**config.mk**
```make
export PLATFORM = sky130hd
export DESIGN_NAME = cpuCore
export DESIGN_NICKNAME = d
export VERILOG_FILES = /design/src/hw/cpuPkg.sv /design/src/hw/addrControlIf.sv /design/src/hw/dpControlIf.sv /design/src/hw/cpuCore.sv /design/src/hw/controlSequencer.sv /design/src/hw/addressUnit.sv /design/src/hw/datapath.sv /design/src/hw/aluUnit.sv
export SDC_FILE = /design/constraint.sdc
export NUM_CORES = 1
export LEC_CHECK = 0
export BUFFER_PORTS_ARGS = -buffer_cell sky130_fd_sc_hd__buf_2
export CORE_MARGIN = 1
export CORE_UTILIZATION = 62
export DETAILED_ROUTE_END_ITERATION = 10
export PLACE_DENSITY = 0.82
export REMOVE_ABC_BUFFERS = 1
export SLEW_MARGIN = 20
export SYNTH_ARGS = -nofsm -noshare
export SYNTH_HDL_FRONTEND = slang
export SYNTH_SLANG_ARGS = --single-unit
```
**constraint.sdc**
```tcl
create_clock -name phi0 -period 5.5 [get_ports phi0]
set_input_delay 0 -clock phi0 [delete_from_list [all_inputs] [get_ports phi0]]
set_output_delay 0 -clock phi0 [all_outputs]
set_load 0.01 [all_outputs]
```
**src/hw/cpuPkg.sv**
```systemverilog
// shared widths, opcode values, alu and bus select codes
// opcode union viewed raw or as aaa/bbb/cc fields
package cpuPkg;

  localparam int dataWidth = 8;
  localparam int addrWidth = 16;

  // standard 6502 opcode bytes of the supported subset
  localparam logic [dataWidth-1:0] opLdaImm = 8'hA9;
  localparam logic [dataWidth-1:0] opLdxImm = 8'hA2;
  localparam logic [dataWidth-1:0] opLdyImm = 8'hA0;
  localparam logic [dataWidth-1:0] opTax    = 8'hAA;
  localparam logic [dataWidth-1:0] opTay    = 8'hA8;
  localparam logic [dataWidth-1:0] opTxa    = 8'h8A;
  localparam logic [dataWidth-1:0] opTya    = 8'h98;
  localparam logic [dataWidth-1:0] opInx    = 8'hE8;
  localparam logic [dataWidth-1:0] opIny    = 8'hC8;
  localparam logic [dataWidth-1:0] opDex    = 8'hCA;
  localparam logic [dataWidth-1:0] opDey    = 8'h88;
  localparam logic [dataWidth-1:0] opClc    = 8'h18;
  localparam logic [dataWidth-1:0] opSec    = 8'h38;
  localparam logic [dataWidth-1:0] opStaZp  = 8'h85;
  localparam logic [dataWidth-1:0] opStxZp  = 8'h86;
  localparam logic [dataWidth-1:0] opStyZp  = 8'h84;
  localparam logic [dataWidth-1:0] opJmpAbs = 8'h4C;

  // group one: aaa selects the operation
  localparam logic [2:0] grpOra = 3'b000;
  localparam logic [2:0] grpAnd = 3'b001;
  localparam logic [2:0] grpEor = 3'b010;
  localparam logic [2:0] grpAdc = 3'b011;
  localparam logic [2:0] grpLda = 3'b101;
  localparam logic [2:0] grpSbc = 3'b111;
  localparam logic [1:0] grpOne  = 2'b01;
  localparam logic [2:0] modeImm = 3'b010;

  // alu operations
  localparam logic [2:0] aluPass = 3'd0;
  localparam logic [2:0] aluAdc  = 3'd1;
  localparam logic [2:0] aluSbc  = 3'd2;
  localparam logic [2:0] aluAnd  = 3'd3;
  localparam logic [2:0] aluOra  = 3'd4;
  localparam logic [2:0] aluEor  = 3'd5;
  localparam logic [2:0] aluInc  = 3'd6;
  localparam logic [2:0] aluDec  = 3'd7;

  // internal bus sources
  localparam logic [1:0] srcData = 2'd0;
  localparam logic [1:0] srcA    = 2'd1;
  localparam logic [1:0] srcX    = 2'd2;
  localparam logic [1:0] srcY    = 2'd3;

  typedef union packed {
    logic [dataWidth-1:0] raw;
    struct packed {
      logic [2:0] aaa;
      logic [2:0] bbb;
      logic [1:0] cc;
    } fields;
  } opcodeU;

endpackage
```
**src/hw/addrControlIf.sv**
```systemverilog
// program counter and address bus control from the sequencer
interface addrControlIf;

  // pc step
  logic incPc;
  // operand low byte capture
  logic latchLow;
  // pc load from {dataIn, low byte}
  logic jumpPc;
  // page zero address on the bus
  logic zpCycle;

  modport control (output incPc, latchLow, jumpPc, zpCycle);
  modport address (input incPc, latchLow, jumpPc, zpCycle);

endinterface

```
**src/hw/dpControlIf.sv**
```systemverilog
// datapath control from the sequencer
interface dpControlIf;

  // internal bus source and alu operation
  logic [1:0] busSrc;
  logic [2:0] aluOp;
  // register write enables
  logic       loadA;
  logic       loadX;
  logic       loadY;
  // carry flag updates
  logic       carryWrite;
  logic       carrySet;
  logic       carryClear;

  modport control (output busSrc, aluOp, loadA, loadX, loadY, carryWrite, carrySet,
                   carryClear);
  modport datapath (input busSrc, aluOp, loadA, loadX, loadY, carryWrite, carrySet,
                    carryClear);

endinterface

```
**src/hw/cpuCore.sv**
```systemverilog
// 6502 subset core top level
// sequencer, address unit and datapath
module cpuCore #(
  parameter logic [cpuPkg::addrWidth-1:0] resetPc = 16'h0200
) (
  input  logic                          phi0,
  input  logic                          reset,
  input  logic [cpuPkg::dataWidth-1:0]  dataIn,
  output logic [cpuPkg::addrWidth-1:0]  addr,
  output logic [cpuPkg::dataWidth-1:0]  dataOut,
  output logic                          rw,
  output logic                          sync
);

  // control bundles between the blocks
  dpControlIf   dpCtl ();
  addrControlIf addrCtl ();

  controlSequencer u_controlSequencer (
    .phi0   (phi0),
    .reset  (reset),
    .dataIn (dataIn),
    .dp     (dpCtl.control),
    .ac     (addrCtl.control),
    .rw     (rw),
    .sync   (sync)
  );

  // start address passed down
  addressUnit #(
    .resetPc (resetPc)
  ) u_addressUnit (
    .phi0   (phi0),
    .reset  (reset),
    .dataIn (dataIn),
    .ac     (addrCtl.address),
    .addr   (addr)
  );

  datapath u_datapath (
    .phi0    (phi0),
    .reset   (reset),
    .dataIn  (dataIn),
    .dp      (dpCtl.datapath),
    .dataOut (dataOut)
  );

endmodule

```
**src/hw/controlSequencer.sv**
```systemverilog
// cycle counter, opcode register and decode
// drives datapath and address control, rw and sync
module controlSequencer (
  input  logic                         phi0,
  input  logic                         reset,
  input  logic [cpuPkg::dataWidth-1:0] dataIn,
  dpControlIf.control                  dp,
  addrControlIf.control                ac,
  output logic                         rw,
  output logic                         sync
);

  localparam logic [1:0] cycT0 = 2'd0;
  localparam logic [1:0] cycT1 = 2'd1;
  localparam logic [1:0] cycT2 = 2'd2;

  logic [1:0]    cycle;
  logic [1:0]    nextCycle;
  cpuPkg::opcodeU opReg;
  logic          isStore;
  logic          isJmp;
  logic [1:0]    storeSrc;
  logic          grpValid;
  logic [2:0]    grpAluOp;
  logic          grpCarry;

  // zero page stores and absolute jump need a third cycle
  assign isStore = (opReg.raw == cpuPkg::opStaZp) || (opReg.raw == cpuPkg::opStxZp) ||
                   (opReg.raw == cpuPkg::opStyZp);
  assign isJmp   = (opReg.raw == cpuPkg::opJmpAbs);

  // register put on the bus during a store
  always_comb begin
    storeSrc = cpuPkg::srcA;
    if (opReg.raw == cpuPkg::opStxZp) storeSrc = cpuPkg::srcX;
    else if (opReg.raw == cpuPkg::opStyZp) storeSrc = cpuPkg::srcY;
  end

  // group one immediate decode by fields
  always_comb begin
    grpValid = 1'b0;
    grpAluOp = cpuPkg::aluPass;
    grpCarry = 1'b0;
    if (opReg.fields.cc == cpuPkg::grpOne && opReg.fields.bbb == cpuPkg::modeImm) begin
      grpValid = 1'b1;
      case (opReg.fields.aaa)
        cpuPkg::grpOra: grpAluOp = cpuPkg::aluOra;
        cpuPkg::grpAnd: grpAluOp = cpuPkg::aluAnd;
        cpuPkg::grpEor: grpAluOp = cpuPkg::aluEor;
        cpuPkg::grpLda: grpAluOp = cpuPkg::aluPass;
        cpuPkg::grpAdc: begin
          grpAluOp = cpuPkg::aluAdc;
          grpCarry = 1'b1;
        end
        cpuPkg::grpSbc: begin
          grpAluOp = cpuPkg::aluSbc;
          grpCarry = 1'b1;
        end
        // sta imm and cmp imm fall through as no-ops
        default: grpValid = 1'b0;
      endcase
    end
  end

  // per cycle control
  always_comb begin
    dp.busSrc     = cpuPkg::srcData;
    dp.aluOp      = cpuPkg::aluPass;
    dp.loadA      = 1'b0;
    dp.loadX      = 1'b0;
    dp.loadY      = 1'b0;
    dp.carryWrite = 1'b0;
    dp.carrySet   = 1'b0;
    dp.carryClear = 1'b0;
    ac.incPc      = 1'b0;
    ac.latchLow   = 1'b0;
    ac.jumpPc     = 1'b0;
    ac.zpCycle    = 1'b0;
    rw            = 1'b1;
    sync          = 1'b0;
    nextCycle     = cycT0;
    case (cycle)
      cycT0: begin
        // opcode fetch
        sync      = 1'b1;
        ac.incPc  = 1'b1;
        nextCycle = cycT1;
      end
      cycT1: begin
        nextCycle = (isStore || isJmp) ? cycT2 : cycT0;
        case (opReg.raw)
          cpuPkg::opLdxImm: begin
            ac.incPc = 1'b1;
            dp.loadX = 1'b1;
          end
          cpuPkg::opLdyImm: begin
            ac.incPc = 1'b1;
            dp.loadY = 1'b1;
          end
          // transfers, pc holds for the dummy read
          cpuPkg::opTax: begin
            dp.busSrc = cpuPkg::srcA;
            dp.loadX  = 1'b1;
          end
          cpuPkg::opTay: begin
            dp.busSrc = cpuPkg::srcA;
            dp.loadY  = 1'b1;
          end
          cpuPkg::opTxa: begin
            dp.busSrc = cpuPkg::srcX;
            dp.loadA  = 1'b1;
          end
          cpuPkg::opTya: begin
            dp.busSrc = cpuPkg::srcY;
            dp.loadA  = 1'b1;
          end
          cpuPkg::opInx, cpuPkg::opDex: begin
            dp.busSrc = cpuPkg::srcX;
            dp.aluOp  = (opReg.raw == cpuPkg::opInx) ? cpuPkg::aluInc : cpuPkg::aluDec;
            dp.loadX  = 1'b1;
          end
          cpuPkg::opIny, cpuPkg::opDey: begin
            dp.busSrc = cpuPkg::srcY;
            dp.aluOp  = (opReg.raw == cpuPkg::opIny) ? cpuPkg::aluInc : cpuPkg::aluDec;
            dp.loadY  = 1'b1;
          end
          cpuPkg::opClc: dp.carryClear = 1'b1;
          cpuPkg::opSec: dp.carrySet = 1'b1;
          // operand byte, zp address or jump low byte
          cpuPkg::opStaZp, cpuPkg::opStxZp, cpuPkg::opStyZp, cpuPkg::opJmpAbs: begin
            ac.incPc    = 1'b1;
            ac.latchLow = 1'b1;
          end
          default: begin
            if (grpValid) begin
              ac.incPc      = 1'b1;
              dp.aluOp      = grpAluOp;
              dp.loadA      = 1'b1;
              dp.carryWrite = grpCarry;
            end
          end
        endcase
      end
      cycT2: begin
        if (isStore) begin
          ac.zpCycle = 1'b1;
          dp.busSrc  = storeSrc;
          rw         = 1'b0;
        end
        // high byte read at pc, target taken at cycle end
        ac.jumpPc = isJmp;
      end
      default: nextCycle = cycT0;
    endcase
  end

  always_ff @(posedge phi0) begin
    if (reset) begin
      cycle <= cycT0;
    end else begin
      cycle <= nextCycle;
    end
  end

  // opcode captured at the end of the fetch
  always_ff @(posedge phi0) begin
    if (cycle == cycT0) begin
      opReg.raw <= dataIn;
    end
  end

  // a write follows an operand latch one cycle earlier
  assert property (@(posedge phi0) disable iff (reset)
    !rw |-> (cycle == cycT2) && isStore && $past(ac.latchLow));

endmodule

```
**src/hw/addressUnit.sv**
```systemverilog
// program counter, operand low byte latch, address mux
module addressUnit #(
  parameter logic [cpuPkg::addrWidth-1:0] resetPc = 16'h0200
) (
  input  logic                         phi0,
  input  logic                         reset,
  input  logic [cpuPkg::dataWidth-1:0] dataIn,
  addrControlIf.address                ac,
  output logic [cpuPkg::addrWidth-1:0] addr
);

  logic [cpuPkg::addrWidth-1:0] pc;
  logic [cpuPkg::dataWidth-1:0] lowByte;
  logic [cpuPkg::addrWidth-1:0] zpAddr;

  // pc: jump wins over step
  always_ff @(posedge phi0) begin
    if (reset) begin
      pc <= resetPc;
    end else if (ac.jumpPc) begin
      // high byte comes straight off the bus
      pc <= {dataIn, lowByte};
    end else if (ac.incPc) begin
      pc <= pc + 1'b1;
    end
  end

  // operand low byte
  always_ff @(posedge phi0) begin
    if (ac.latchLow) begin
      lowByte <= dataIn;
    end
  end

  // page zero plus latched byte
  assign zpAddr = {{(cpuPkg::addrWidth - cpuPkg::dataWidth){1'b0}}, lowByte};

  assign addr = ac.zpCycle ? zpAddr : pc;

  // sequencer never steps and jumps in one cycle
  assert property (@(posedge phi0) disable iff (reset)
    !(ac.incPc && ac.jumpPc));

endmodule

```
**src/hw/datapath.sv**
```systemverilog
// A, X, Y registers, carry flag and internal bus
// bus feeds the alu and doubles as store data
module datapath (
  input  logic                         phi0,
  input  logic                         reset,
  input  logic [cpuPkg::dataWidth-1:0] dataIn,
  dpControlIf.datapath                 dp,
  output logic [cpuPkg::dataWidth-1:0] dataOut
);

  logic [cpuPkg::dataWidth-1:0] regA;
  logic [cpuPkg::dataWidth-1:0] regX;
  logic [cpuPkg::dataWidth-1:0] regY;
  logic                         carry;
  logic [cpuPkg::dataWidth-1:0] bus;
  logic [cpuPkg::dataWidth-1:0] aluResult;
  logic                         aluCarry;

  // internal bus mux
  always_comb begin
    case (dp.busSrc)
      cpuPkg::srcA: bus = regA;
      cpuPkg::srcX: bus = regX;
      cpuPkg::srcY: bus = regY;
      default:      bus = dataIn;
    endcase
  end

  // accumulator is always operand A
  aluUnit u_aluUnit (
    .operation (dp.aluOp),
    .operandA  (regA),
    .operandB  (bus),
    .carryIn   (carry),
    .result    (aluResult),
    .carryOut  (aluCarry)
  );

  // register writes at the end of T1
  always_ff @(posedge phi0) begin
    if (reset) begin
      regA <= '0;
      regX <= '0;
      regY <= '0;
    end else begin
      if (dp.loadA) regA <= aluResult;
      if (dp.loadX) regX <= aluResult;
      if (dp.loadY) regY <= aluResult;
    end
  end

  // carry: sec/clc, else alu carry on adc and sbc
  always_ff @(posedge phi0) begin
    if (reset) begin
      carry <= 1'b0;
    end else if (dp.carrySet) begin
      carry <= 1'b1;
    end else if (dp.carryClear) begin
      carry <= 1'b0;
    end else if (dp.carryWrite) begin
      carry <= aluCarry;
    end
  end

  // store data, register picked by busSrc
  assign dataOut = bus;

  // one destination register per instruction
  assert property (@(posedge phi0) disable iff (reset)
    $onehot0({dp.loadA, dp.loadX, dp.loadY}));

endmodule

```
**src/hw/aluUnit.sv**
```systemverilog
// combinational alu: add, subtract, logic ops, inc/dec
module aluUnit (
  input  logic [2:0]                   operation,
  input  logic [cpuPkg::dataWidth-1:0] operandA,
  input  logic [cpuPkg::dataWidth-1:0] operandB,
  input  logic                         carryIn,
  output logic [cpuPkg::dataWidth-1:0] result,
  output logic                         carryOut
);

  logic [cpuPkg::dataWidth:0] sum;

  always_comb begin
    // carry passes through unless adding
    carryOut = carryIn;
    sum      = '0;
    case (operation)
      cpuPkg::aluAdc: begin
        sum      = {1'b0, operandA} + {1'b0, operandB} +
                   {{cpuPkg::dataWidth{1'b0}}, carryIn};
        result   = sum[cpuPkg::dataWidth-1:0];
        carryOut = sum[cpuPkg::dataWidth];
      end
      cpuPkg::aluSbc: begin
        // A + ~B + C, carry out set means no borrow
        sum      = {1'b0, operandA} + {1'b0, ~operandB} +
                   {{cpuPkg::dataWidth{1'b0}}, carryIn};
        result   = sum[cpuPkg::dataWidth-1:0];
        carryOut = sum[cpuPkg::dataWidth];
      end
      cpuPkg::aluAnd: result = operandA & operandB;
      cpuPkg::aluOra: result = operandA | operandB;
      cpuPkg::aluEor: result = operandA ^ operandB;
      // inc and dec wrap, flags untouched
      cpuPkg::aluInc: result = operandB + 1'b1;
      cpuPkg::aluDec: result = operandB - 1'b1;
      default:        result = operandB;
    endcase
  end

endmodule

```
### Yosys cells after proc, flatten, opt, wreduce, memory -nomap -nowiden

Index checks and enable logic that the tools add are counted.

| storage, ports and cells | value |
|---|---|
| output and inout port bits | 26 |
| bits in registers | 59 |
| input bits | 10 |
| logic and storage cells | 131 |

| operators by class | value |
|---|---|
| add/sub/neg operators | 7 |
| mux-type cells | 51 |
| bitwise logic cells | 4 |
| equality and inequality tests | 35 |
| reduce and logical (&&, ||, !) cells | 26 |

Operators with widths:

| operator | count |
|---|---|
| == test 8 bit (second input constant) | 13 |
| case mux 8 bit (7 select lines) | 1 |
| two-way mux 16 bit | 3 |
| two-way mux 1 bit | 30 |
| case mux 8 bit (3 select lines) | 1 |
| adder 8 x 8 -> 9 bit | 2 |
| adder 9 x 1 -> 9 bit | 2 |
| == test 3 bit (second input constant) | 6 |
| adder 16 x 1 -> 16 bit (second input constant) | 1 |
| OR reduction 16 bit | 1 |
| == test 3 x 2 -> 1 bit (second input constant) | 5 |
| case mux 3 bit (5 select lines) | 1 |
| OR reduction 14 bit | 1 |
| OR reduction 12 bit | 1 |
| OR reduction 4 bit | 3 |
| OR reduction 6 bit | 2 |
| OR reduction 10 bit | 1 |
| OR reduction 2 bit | 5 |
| two-way mux 3 bit | 3 |
| case mux 3 bit (3 select lines) | 1 |
| adder 8 x 1 -> 8 bit (second input constant) | 1 |
| bitwise AND 8 bit | 1 |
| == test 8 x 5 -> 1 bit (second input constant) | 1 |
| == test 8 x 6 -> 1 bit (second input constant) | 1 |
| 21 further kinds | 36 |

### Depth between registers and ports, before layout

Gate-level depths: netlist of the first run.

| depth | value |
|---|---|
| word-level depth | 14 |
| mapped depth | 22 |

### Cells and area by module

A second synthesis of the first run with hierarchy kept.

| second synthesis, totals | value |
|---|---|
| cells, all modules | 549 |
| area, all modules | 4,872.2 sq um |

Modules (own cells, without submodules):

| module | area an instance (sq um) | instances | cells an instance |
|---|---|---|---|
| aluUnit | 1,689.1 | 1 | 231 |
| addressUnit | 1,282.5 | 1 | 132 |
| datapath | 1,086.0 | 1 | 92 |
| controlSequencer | 814.5 | 1 | 94 |

### Worst setup path after synthesis of the first run

Ideal clock, no wire load.

| path | value |
|---|---|
| kind | reg-to-reg |
| from | register u_controlSequencer.cycle[1] |
| to | register u_datapath.regX[6] in the netlist's numbering |
| arrival | 4.224 ns |
| period minus slack after synthesis | 4.366 ns |
| required time | 5.358 ns |
| stages on the path, launching flop included | 21 |
| path slack | 1.134 ns |
| buffers on the path | 1 |
| path through | dfxtp_1 inv_1 ha_1 clkbuf_1 and4bb_2 nand3_1 nand3_1 o21ai_4 a22oi_1 inv_1 fa_1 inv_1 fa_1 o21bai_1 a21oi_1 o21bai_1 a21oi_1 xnor2_1 o21ai_0 a221oi_1 a211oi_1 |

| on the way | value |
|---|---|
| cells in the longest elaborated chain, start to end | 8 |
| elaborated cells between the ends (all ways) | 27 |
| classes of those cells | add/sub: 6; eq/ne: 12; mux: 5; bitwise: 4 |

Ends and longest elaborated chain:

| element | RTL line | RTL |
|---|---|---|
| start, declared | controlSequencer.sv:17 | `logic [1:0] cycle;` |
| start signal, assigned | controlSequencer.sv:159 | `cycle <= cycT0;` |
| start signal, assigned | controlSequencer.sv:161 | `cycle <= nextCycle;` |
| == test 2 bit or == test 2 x 1 -> 1 bit (tied branches) | controlSequencer.sv:82 | `case (cycle)` |
| case mux 2 bit (2 select lines) * | controlSequencer.sv:82 |  |
| == test 2 bit or == test 2 x 1 -> 1 bit (tied branches) | datapath.sv:21 | `case (dp.busSrc)` |
| case mux 8 bit (3 select lines) * | datapath.sv:21 |  |
| named net dataOut, one bit | cpuCore.sv:10 | `output logic [cpuPkg::dataWidth-1:0] dataOut,` |
| inverter 8 bit | aluUnit.sv:26 | `sum = {1'b0, operandA} + {1'b0, ~operandB} +` |
| adder 8 x 8 -> 9 bit | aluUnit.sv:26 |  |
| adder 9 x 1 -> 9 bit | aluUnit.sv:26 |  |
| case mux 8 bit (7 select lines) * | aluUnit.sv:17 | `case (operation)` |
| end signal, assigned | datapath.sv:47 | `if (dp.loadX) regX <= aluResult;` |
| end, declared | datapath.sv:12 | `logic [cpuPkg::dataWidth-1:0] regX;` |

Mark *: on every way through the listed nets, which the timed path passes. The rest lies on a longest branch.
A chain may end at the register's enable or synchronous reset.

### Final worst setup path of the first run

| path | value |
|---|---|
| from | register u_controlSequencer.opReg[7] in the netlist's numbering |
| to | register u_datapath.regX[7] in the netlist's numbering |

| on the way | value |
|---|---|
| cells in the longest elaborated chain, start to end | 11 |
| elaborated cells between the ends (all ways) | 70 |
| classes of those cells | add/sub: 6; eq/ne: 31; mux: 18; bitwise: 4; reduce/logical: 11 |

Ends and longest elaborated chain:

| element | RTL line | RTL |
|---|---|---|
| start, declared | controlSequencer.sv:19 | `cpuPkg::opcodeU opReg;` |
| == test 8 bit (on tied branches) | - |  |
| two-way mux 2 bit or logical OR 1 bit (tied branches) | controlSequencer.sv:36, controlSequencer.sv:28 |  |
| two-way mux 2 bit or logical OR 1 bit (tied branches) | controlSequencer.sv:35, controlSequencer.sv:28 |  |
| two-way mux 2 bit | controlSequencer.sv:145 | `if (isStore) begin` |
| case mux 2 bit (2 select lines) | controlSequencer.sv:82 |  |
| == test 2 bit or == test 2 x 1 -> 1 bit (tied branches) | datapath.sv:21 |  |
| case mux 8 bit (3 select lines) | datapath.sv:21 |  |
| inverter 8 bit | aluUnit.sv:26 |  |
| adder 8 x 8 -> 9 bit | aluUnit.sv:26 |  |
| adder 9 x 1 -> 9 bit | aluUnit.sv:26 |  |
| case mux 8 bit (7 select lines) | aluUnit.sv:17 |  |

Parallel ways exist; a longest one is shown, timed or not.

==> results.cfg, run 1 <==
[global_route]
grt_first_pass_wirelength_um = 21600
grt_usage_pct = 32.9
gr-total-overflow = 0
grt_antenna_before_repair = 0
grt_pass1_vias = 4299
pin_count_of_the_biggest_net_entering_global_routing = 47

[sta]
tightest_slew_ns = 1.01
hold_viol = 0
maxSlewHeadroom_pct = 32.2
finalCriticalPeriod_ns = 5.02
finalCritPeriodShare_pct = 91.2
finalHoldWorstSlack_ns = 0.261
setup_total_negative_slack_ns = 0
grt_setup_unrepaired = false
timing.final.max_slew_violations = 0
timing.fmax_mhz = 199
timing.clock.skew_ns = 0.0121
timing.final.setup_violations = 0

[placed_design]
place.port_buffers = 35
gp_routability_congestion = 0.980
hpwlAfterDp_um = 9720

[worst_hold_path]
worstHoldPathCells = 2
holdCritStartpoint = reset
min_delay_worst_type = primary input to register

[critical_path]
timing.critical_path.slowest_stage_cell = edfxtp_1
timing.rr.start = u_controlSequencer.opReg[7]
worstPathMaxFanout = 12
worst_r2r_path_depth = 16
critPathMaxStageDelay_ns = 0.62
crit_path_start_kind = register
worst_ep_required_time_ns = 5.67
worstPathArrival_ns = 5.19
worstReg2RegEnd = u_datapath.regX[7]
ff2ff_setup_slack_ns = 0.48
timing.critical_path.from = u_controlSequencer.opReg[7]
crit_path_cell_trace = nor4bb_2 -> nand4b_1 -> nand3_1 -> o21ai_4 -> a22oi_1 -> inv_1 -> ha_1 -> nor2b_1 -> o2111ai_1 -> and3_1 -> o211a_1 -> o31ai_1 -> a32oi_1 -> a31oi_1 -> and3b_1 -> a211oi_1
worst-setup-path-type = register to register
worstSetupEndpointType = register
critPathCapture = u_datapath.regX[7]

[status]
run_status = completed

[power_and_ir_drop]
cellPowerDensity_nw_per_um2 = 181
clockPowerShare_pct = 34.8
switching_share_pct = 30.1
cell_leakage_power_nw = 2.13
gate_power_share_pct = 15.7
share_seq_of_total_power_pct = 49.5
vdd_ir_drop_max_mv = 0.133
p_sw_mw = 0.290
finalPower_mw = 0.963
power_report.internal_total_mw = 0.673

[floorplan]
die_extent_in_x_um = 90.8
height_of_the_chip_um = 90.8
fp.coreArea_um2 = 7690
design.die.area_um2 = 8250
io-pin-count = 36
placement_rows = 32
initial_core_util_pct = 63.7

[logic_synthesis]
netlist.area_leader.share_pct = 17.6
average_cell_area_after_synthesis_um2 = 8.63
post_synth_instance_area_um2 = 4890
ys_seq_area_share_pct = 27.4
ys_seq_elements = 59
synth-warning-count = 0
synthArstFlopShare_pct = 0
syn_inst = 567
synthDominantAreaCellType = dfxtp_1
synth_area_leaders = dfxtp_1, edfxtp_1, ha_1
synthDistinctLibCells = 83
synth-main-ff-cell = dfxtp_1
synth-edff-count = 16

[clock_tree]
cts_tree = done
cts.repair_timing.setup_buffer_count = 0
cts_num_sinks = 59
root_buffer = clkbuf_8
cts_buffers = 9
cts.clk_slew.worst_paths_ns = 0.08
ctsLongestPathBuffers = 2
h-tree-depth = 3
clk_latency_ns = 0.34

[run]
maximum_capacitance_violations = 0

[route]
detail_route.iter0.violations = 496
wl_per_instance_um = 19.1
final_antenna_net_count = 0
vias = 4559
detail_route.vias_per_cell = 6.53
route.detailed.drc = 0
finalWirelength_um = 13300
drt_pre_antenna_iters = 6

[layout]
multi_input_area_um2 = 3290
antenna_cells_inserted = 0
filler_cells = 644
nNetsFinal = 642
seqCellArea_um2 = 1340
drive_above_1_share_pct = 14.6
syn2layout_area_growth_pct = 8.59
## worst min-delay path by stage
stage | endpoint
floorplan | u_controlSequencer.cycle[0]
global placement | u_addressUnit.lowByte[1]
detailed placement | u_addressUnit.lowByte[1]
CTS | u_datapath.regA[0]
global route | u_addressUnit.pc[0]
finish | u_datapath.regA[0]
## placed cells by master, fill, tap and decap left out, drive strengths merged, types with 6 or more instances in the layout
master	n
nand3	10
a21o	7
xor2	12
inv	31
clkbuf	9
ha	35
a211oi	26
mux2	9
and3	9
nand2	35
nor3	11
nor2	72
nand4	9
a21oi	23
o21bai	8
nor2b	7
xnor2	18
and2	12
buf	38
o21ai	16
dlygate4sd3	8
dfxtp	43
o221ai	6
mux2i	14
or3	6
nor4	6
edfxtp	16
nand2b	9
## layout make-up
class / instances / share of cell area [%]
Sequential cell: 59 / 25.2
Clock inverter: 6 / 0.636
Tap cell: 102 / 2.40
Multi-Input combinational cell: 445 / 62.0
Inverter: 31 / 2.19
Clock buffer: 9 / 2.33
Timing Repair Buffer: 46 / 5.23
## critical path: cells and delay by family, from the launching register on
kind / cells / cell delay, ns
compound gates: 8 / 1.73
fa+ha+maj: 1 / 0.38
buf+inv: 1 / 0.27
flops: 1 / 0.62
simple gates: 6 / 1.84
## cells by family (layout without fill, tap and decap cells)
logic type	Yosys count	count (layout)	share of synthesized area [%]
AOI/OAI and AO/OA	136	136	21.2
adders and majority gates	40	40	11.0
muxes	23	23	4.93
and+or+nand+nor	216	216	24.4
buffers and inverters	63	92	5.55
DFF	59	59	27.4
xor gates and xnor gates	30	30	5.52
## power groups by stage
| stage | sequential (mW) | combinational, mW | clock, mW |
|---|---|---|---|
| floorplan | 0.479 | 0.101 | 0 |
| global placement | 0.484 | 0.139 | 0 |
| detailed placement | 0.485 | 0.144 | 0 |
| CTS | 0.476 | 0.149 | 0.333 |
| global route | 0.478 | 0.164 | 0.352 |
| finish | 0.476 | 0.151 | 0.335 |
## through the flow
| step | std cells | setup WS, ns | area [µm²] | utilization [%] |
|---|---|---|---|---|
| finish | 698 | 0.483 | 5310 | 69.1 |
| global route | 698 | 0.174 | 5310 | 69.1 |
| CTS | 698 | 0.426 | 5310 | 69.0 |
| detailed placement | 675 | 0.446 | 5070 | 66.0 |
| global placement | 675 | 0.642 | 5070 | 66.0 |
| floorplan | 535 | 0.782 | 4740 | - |
## registers in the layout, summed over array words and instances (netlist names)
name,count
u_addressUnit.pc,16
u_addressUnit.lowByte,8
u_controlSequencer.opReg,8
u_datapath.regA,8
u_datapath.regX,8
u_datapath.regY,8
u_controlSequencer.cycle,2
u_datapath.carry,1
## Yosys cell counts, types with 5 or more instances
master and number:
dfxtp_1 43, mux2_2 9, buf_2 10, nand2b_1 9, nand3_1 10, clkbuf_1 17
nand2_1 34, a21o_1 7, nand4_1 9, inv_1 31, and2_1 11, xor2_1 11
or3_1 5, o21ai_0 14, ha_1 35, a21oi_1 23, o22ai_1 5, edfxtp_1 16
and3_1 9, a31oi_1 5, o221ai_1 6, xnor2_1 18, a211oi_1 26, nor3_1 9
fa_1 5, mux2i_1 14, nor2_1 70, nor2b_1 7, o21bai_1 8
## routing by layer
layer / up-vias / part of all wire (%) / global-route usage [%]
met1: 2192 / 42 / 44.7
li1: 2105 / - / -
met4: 0 / 1.7 / 11.0
met2: 232 / 48 / 53.0
met5: - / 0 / 0
met3: 30 / 7.6 / 5.72
## repair_timing
action,in CTS,in global routing
hold buffers,8,0
resized for setup,0,1
setup endpoints to repair,0,3
hold endpoints to repair,16,0
Power figures use the tool's default switching activity.
==> run 2: changes to the inputs <==
==> constraint.sdc (replaced) <==
create_clock -name phi0 -period 5.5 [get_ports phi0]
set_input_delay 1.1 -clock phi0 [delete_from_list [all_inputs] [get_ports phi0]]
set_output_delay 1.1 -clock phi0 [all_outputs]
set_load 0.01 [all_outputs]
==> run 2 against run 1 <==
Against the previous run:
- total power down 0.86%
- cell count decreased by 1.1%
- design area decreased by 1.6%
- die area unchanged
- setup slack lost 0.059 ns
- critical path type unchanged
- core utilization decreased by 1.1 points
- largest power group unchanged
- critical endpoint is now u_datapath.regX[6]
==> results.cfg, run 2 (same netlist as run 1, synthesis figures left out) <==
[clock_tree]
post_cts_resize_count = 0
h-tree-depth = 3
cts_tree = done
cts.repair_timing.setup_buffer_count = 0
cts_buffers = 9
root_buffer = clkbuf_8
cts.clk_slew.worst_paths_ns = 0.07
ctsLongestPathBuffers = 2
hold_buffer_count_at_cts = 0
clk_latency_ns = 0.34
cts_num_sinks = 59

[sta]
maxSlewHeadroom_pct = 31.7
grt_setup_unrepaired = false
timing.final.setup_violations = 0
finalCritPeriodShare_pct = 92.3
finalCriticalPeriod_ns = 5.08
timing.clock.skew_ns = 0.00809
tightest_slew_ns = 1.02
hold_viol = 0
setup_total_negative_slack_ns = 0
timing.final.max_slew_violations = 0
timing.fmax_mhz = 197

[layout]
largest_register_ffs = 16
layout_commonest_cell = nor2_1
fin_util_pct = 68.0
nNetsFinal = 634
drive_above_1_share_pct = 14.8
syn2layout_area_growth_pct = 6.83
largest-register = u_addressUnit.pc
filler_cells = 628
antenna_cells_inserted = 0
layout_common_cells = nor2_1, dfxtp_1, ha_1, buf_2, nand2_1

[placed_design]
hpwlAfterDp_um = 9680
place.port_buffers = 35
gp_routability_congestion = 0.980

[critical_path]
critical_path_depth = 19
critPathMaxStageDelay_ns = 0.68
worstPathArrival_ns = 5.25
worst-setup-path-type = register to register
timing.rr.start = u_controlSequencer.opReg[7]
crit_path_start_kind = register
worst_r2r_path_depth = 19
crit_path_cell_trace = nor4bb_2 -> and4b_1 -> nor3_2 -> mux2i_1 -> a22oi_1 -> buf_4 -> inv_1 -> fa_1 -> inv_1 -> fa_1 -> a21oi_1 -> o21bai_1 -> a21o_1 -> a21oi_1 -> nor2_1 -> xnor2_1 -> o221ai_1 -> a221oi_1 -> a211oi_1
worstReg2RegEnd = u_datapath.regX[6]
ff2ff_setup_slack_ns = 0.42
timing.critical_path.max_delay_family = compound AO/OA/AOI/OAI gates
worst_ep_required_time_ns = 5.67
worstSetupEndpointType = register
timing.critical_path.slowest_stage_cell = nor3_2
worstPathBufferInverterCount = 3
worstPathMaxFanout = 12

[floorplan]
placement_rows = 32
fp.coreArea_um2 = 7690
io-pin-count = 36
height_of_the_chip_um = 90.8
design.die.area_um2 = 8250
initial_core_util_pct = 63.7
die_extent_in_x_um = 90.8

[route]
top_layer = met4
route.detailed.drc = 0
drt_pre_antenna_iters = 5
detailroute.wirelength.met3_um = 1040
wl_per_instance_um = 19.0
detail_route.iter0.violations = 457
final_antenna_net_count = 0
metal_1_wl_um = 5610
vias = 4488
detailroute.wirelength.met2_um = 6250
finalWirelength_um = 13100
detail_route.vias_per_cell = 6.50

[power_and_ir_drop]
clockPowerShare_pct = 34.7
switching_share_pct = 29.9
cellPowerDensity_nw_per_um2 = 183
p_sw_mw = 0.285
power_report.internal_total_mw = 0.669
cell_leakage_power_nw = 2.09
share_seq_of_total_power_pct = 49.9
vdd_ir_drop_max_mv = 0.179
gate_power_share_pct = 15.4

[worst_hold_path]
worstHoldPathCells = 2
holdCritStartpoint = u_datapath.regX[3]
min_delay_worst_type = register to register
hold-path-endpoint = u_datapath.regX[3]

[global_route]
grt_first_pass_wirelength_um = 21400
grt_pass1_vias = 4277
pin_count_of_the_biggest_net_entering_global_routing = 47
grt_antenna_before_repair = 0
gr-total-overflow = 0
grt_usage_pct = 32.6

[status]
run_status = completed

[run]
maximum_capacitance_violations = 0
run 2: metrics by stage:
step                      setup WS, ns  cells  hold WS [ns]  cell area [µm²]  power (mW)
after floorplan                  0.782    535         0.460             4740       0.580
after global placement           0.781    675         0.469             5070       0.623
after detailed placement         0.533    675         0.483             5070       0.628
after CTS                        0.483    690         0.491             5230       0.951
after global routing            0.0924    690         0.512             5230       0.986
final                            0.424    690         0.493             5230       0.954
run 2: per-layer routing:
metal / global-route usage, % / up-vias
li1: - / 2102
met1: 44.5 / 2158
met2: 50.7 / 205
met3: 7.58 / 23
met4: 11.1 / 0
met5: 0 / -
run 2: worst min-delay path: stages, from the launching register on:
cell and delay, ns:
dfxtp_1 0.32, nand2b_1 0.07, o22ai_1 0.07
run 2: cell type report:
class / instances / area [µm²] / area share, %
clock buffer: 9 / 124 / 2.37
timing repair buffer: 38 / 198 / 3.78
tap: 102 / 128 / 2.44
sequential: 59 / 1340 / 25.7
inverter: 31 / 116 / 2.23
clock inverter: 6 / 33.8 / 0.646
multi-input combinational: 445 / 3290 / 62.9
run 2: worst max path at each step:
stage / startpoint / to / slack, ns
after detailed placement: u_controlSequencer.opReg[1] / u_datapath.regX[6] / 0.53
after global placement: u_controlSequencer.opReg[5] / u_datapath.regX[7] / 0.78
after CTS: u_controlSequencer.opReg[7] / u_datapath.regX[6] / 0.48
after floorplan: u_controlSequencer.opReg[5] / u_datapath.regY[6] / 0.78
final: u_controlSequencer.opReg[7] / u_datapath.regX[6] / 0.42
after global routing: u_controlSequencer.opReg[5] / u_datapath.regX[6] / 0.09
run 2: power by group through the flow:
stage / Clock (mW) / Sequential (mW) / Combinational (mW)
after floorplan: 0 / 0.479 / 0.101
after global placement: 0 / 0.484 / 0.139
after detailed placement: 0 / 0.485 / 0.143
after CTS: 0.331 / 0.475 / 0.144
after global routing: 0.349 / 0.478 / 0.160
final: 0.331 / 0.476 / 0.147
==> run 3: changes to the inputs <==
Settings changed: CORE_UTILIZATION 62 to 60, PLACE_DENSITY 0.82 to 0.79, RECOVER_POWER set to 50.
==> run 3 against run 2 <==
Against the previous run:
- via count is 0.51% lower
- cell count grew 0.29%
- sequential power about the same
- die area rose by 3.3%
- clock-buffer cell count increased by 2
- global-route usage shrank 0.84 points
- total power grew 12%
- clock skew up 0.0045 ns
- highest routed layer unchanged
==> results.cfg, run 3 (same netlist as run 1, synthesis figures left out) <==
[global_route]
top_usage_layer = met2
use_met3_pct = 5.25
pin_count_of_the_biggest_net_entering_global_routing = 47
grt_usage_pct = 31.8
grt_antenna_before_repair = 0
gr-total-overflow = 0
grt_pass1_vias = 4083
grt_util_met2_pct = 48.2
grt_first_pass_wirelength_um = 21100
globalRouteMet1Util_pct = 45.9

[critical_path]
worstSetupEndpointType = register
timing.critical_path.max_delay_family = compound AO/OA/AOI/OAI gates
worst_ep_required_time_ns = 5.68
timing.critical_path.slowest_stage_cell = edfxtp_1
worstPathBufferInverterCount = 2
worst-setup-path-type = register to register
crit_path_start_kind = register
critPathMaxStageDelay_ns = 0.74
worstPathMaxFanout = 17
worstPathArrival_ns = 5.15
crit_path_cell_trace = nor2_2 -> and4b_1 -> nor3_2 -> mux2i_1 -> a22oi_1 -> inv_1 -> fa_1 -> inv_1 -> fa_1 -> o21bai_1 -> a21oi_1 -> o21bai_1 -> a21oi_1 -> xnor2_1 -> o21ai_0 -> a221oi_1 -> a211oi_1

[sta]
setup_total_negative_slack_ns = 0
maxSlewHeadroom_pct = 36.3
timing.final.setup_violations = 0
hold_viol = 0
timing.fmax_mhz = 201
grt_setup_unrepaired = false
finalHoldWorstSlack_ns = 0.508
timing.final.max_slew_violations = 0
finalCriticalPeriod_ns = 4.98
finalCritPeriodShare_pct = 90.5
tightest_slew_ns = 0.953
timing.clock.skew_ns = 0.0126

[status]
run_status = completed

[route]
finalWirelength_um = 13200
detail_route.iter0.violations = 377
drt_pre_antenna_iters = 5
final_antenna_net_count = 0
wl_per_instance_um = 19.0
route.detailed.drc = 0
vias = 4465
detail_route.vias_per_cell = 6.45

[layout]
antenna_cells_inserted = 0
syn2layout_area_growth_pct = 7.98
largest-register = u_addressUnit.pc
largest_register_ffs = 16
fin_util_pct = 67.7
nNetsFinal = 635
layout_commonest_cell = nor2_1
drive_above_1_share_pct = 13.4
layout_common_cells = nor2_1, dfxtp_1, ha_1, nand2_1, inv_1

[clock_tree]
cts_tree = done
clk_latency_ns = 0.35
post_cts_resize_count = 0
cts.clk_slew.worst_paths_ns = 0.07
cts_num_sinks = 59
hold_buffer_count_at_cts = 0
cts.repair_timing.setup_buffer_count = 0
h-tree-depth = 3
cts_buffers = 9
root_buffer = clkbuf_8
ctsLongestPathBuffers = 2

[floorplan]
die_extent_in_x_um = 92.3
placement_rows = 32
design.die.area_um2 = 8520
io-pin-count = 36
fp.coreArea_um2 = 7810
initial_core_util_pct = 62.7
height_of_the_chip_um = 92.3

[power_and_ir_drop]
finalPower_mw = 1.07
cell_leakage_power_nw = 2.10
vdd_ir_drop_max_mv = 0.225
cellPowerDensity_nw_per_um2 = 202

[placed_design]
gp_routability_congestion = 0.982
place.port_buffers = 35
hpwlAfterDp_um = 9870

[run]
maximum_capacitance_violations = 0

[worst_hold_path]
min_delay_worst_type = register to register
run 3: per-layer routing:
metal | part of all wire, % | wire (µm)
met2 | 46 | 6020
met1 | 44 | 5860
met5 | 0 | 0
met3 | 7.8 | 1030
met4 | 2.0 | 261
run 3: area by class of cell:
class                      count  area, µm²
sequential                    59       1340
fill                         635       2520
tap                          102        128
multi-input combinational    445       3290
clock buffer                  11        141
timing repair buffer          39        194
clock inverter                 5       76.3
inverter                      31        116
run 3: worst reg2reg max path: cells and delay by family (launching register included):
kind | cells | cell delay, ns
AOI/OAI and AO/OA | 8 | 1.68
xor gates and xnor gates | 1 | 0.15
adders and majority gates | 2 | 0.67
buffers and inverters | 2 | 0.26
DFF | 1 | 0.74
muxes | 1 | 0.23
and+or+nand+nor | 3 | 1.06
run 3: power breakdown:
group | switching (mW) | internal [mW] | total (mW)
logic | 0.0897 | 0.0557 | 0.145
clock network | 0.179 | 0.265 | 0.445
registers | 0.0208 | 0.456 | 0.477
run 3: path summary, 6_finish.rpt:
kind	cells after the start	from	slack (ns)	to
setup / recovery	17	u_controlSequencer.opReg[5]	0.52	u_datapath.regX[6]
hold / removal	2	u_datapath.regY[3]	0.51	u_datapath.regY[3]
hold reg to reg	2	u_datapath.regY[3]	0.51	u_datapath.regY[3]
setup reg to reg	17	u_controlSequencer.opReg[5]	0.52	u_datapath.regX[6]
run 3: stage by stage:
step / setup slack [ns] / cells / cell area (µm²)
final: 0.523 / 692 / 5280
after global routing: 0.108 / 692 / 5280
after CTS: 0.590 / 692 / 5300
after detailed placement: 0.621 / 676 / 5080
after global placement: 0.809 / 676 / 5080
after floorplan: 0.782 / 535 / 4740
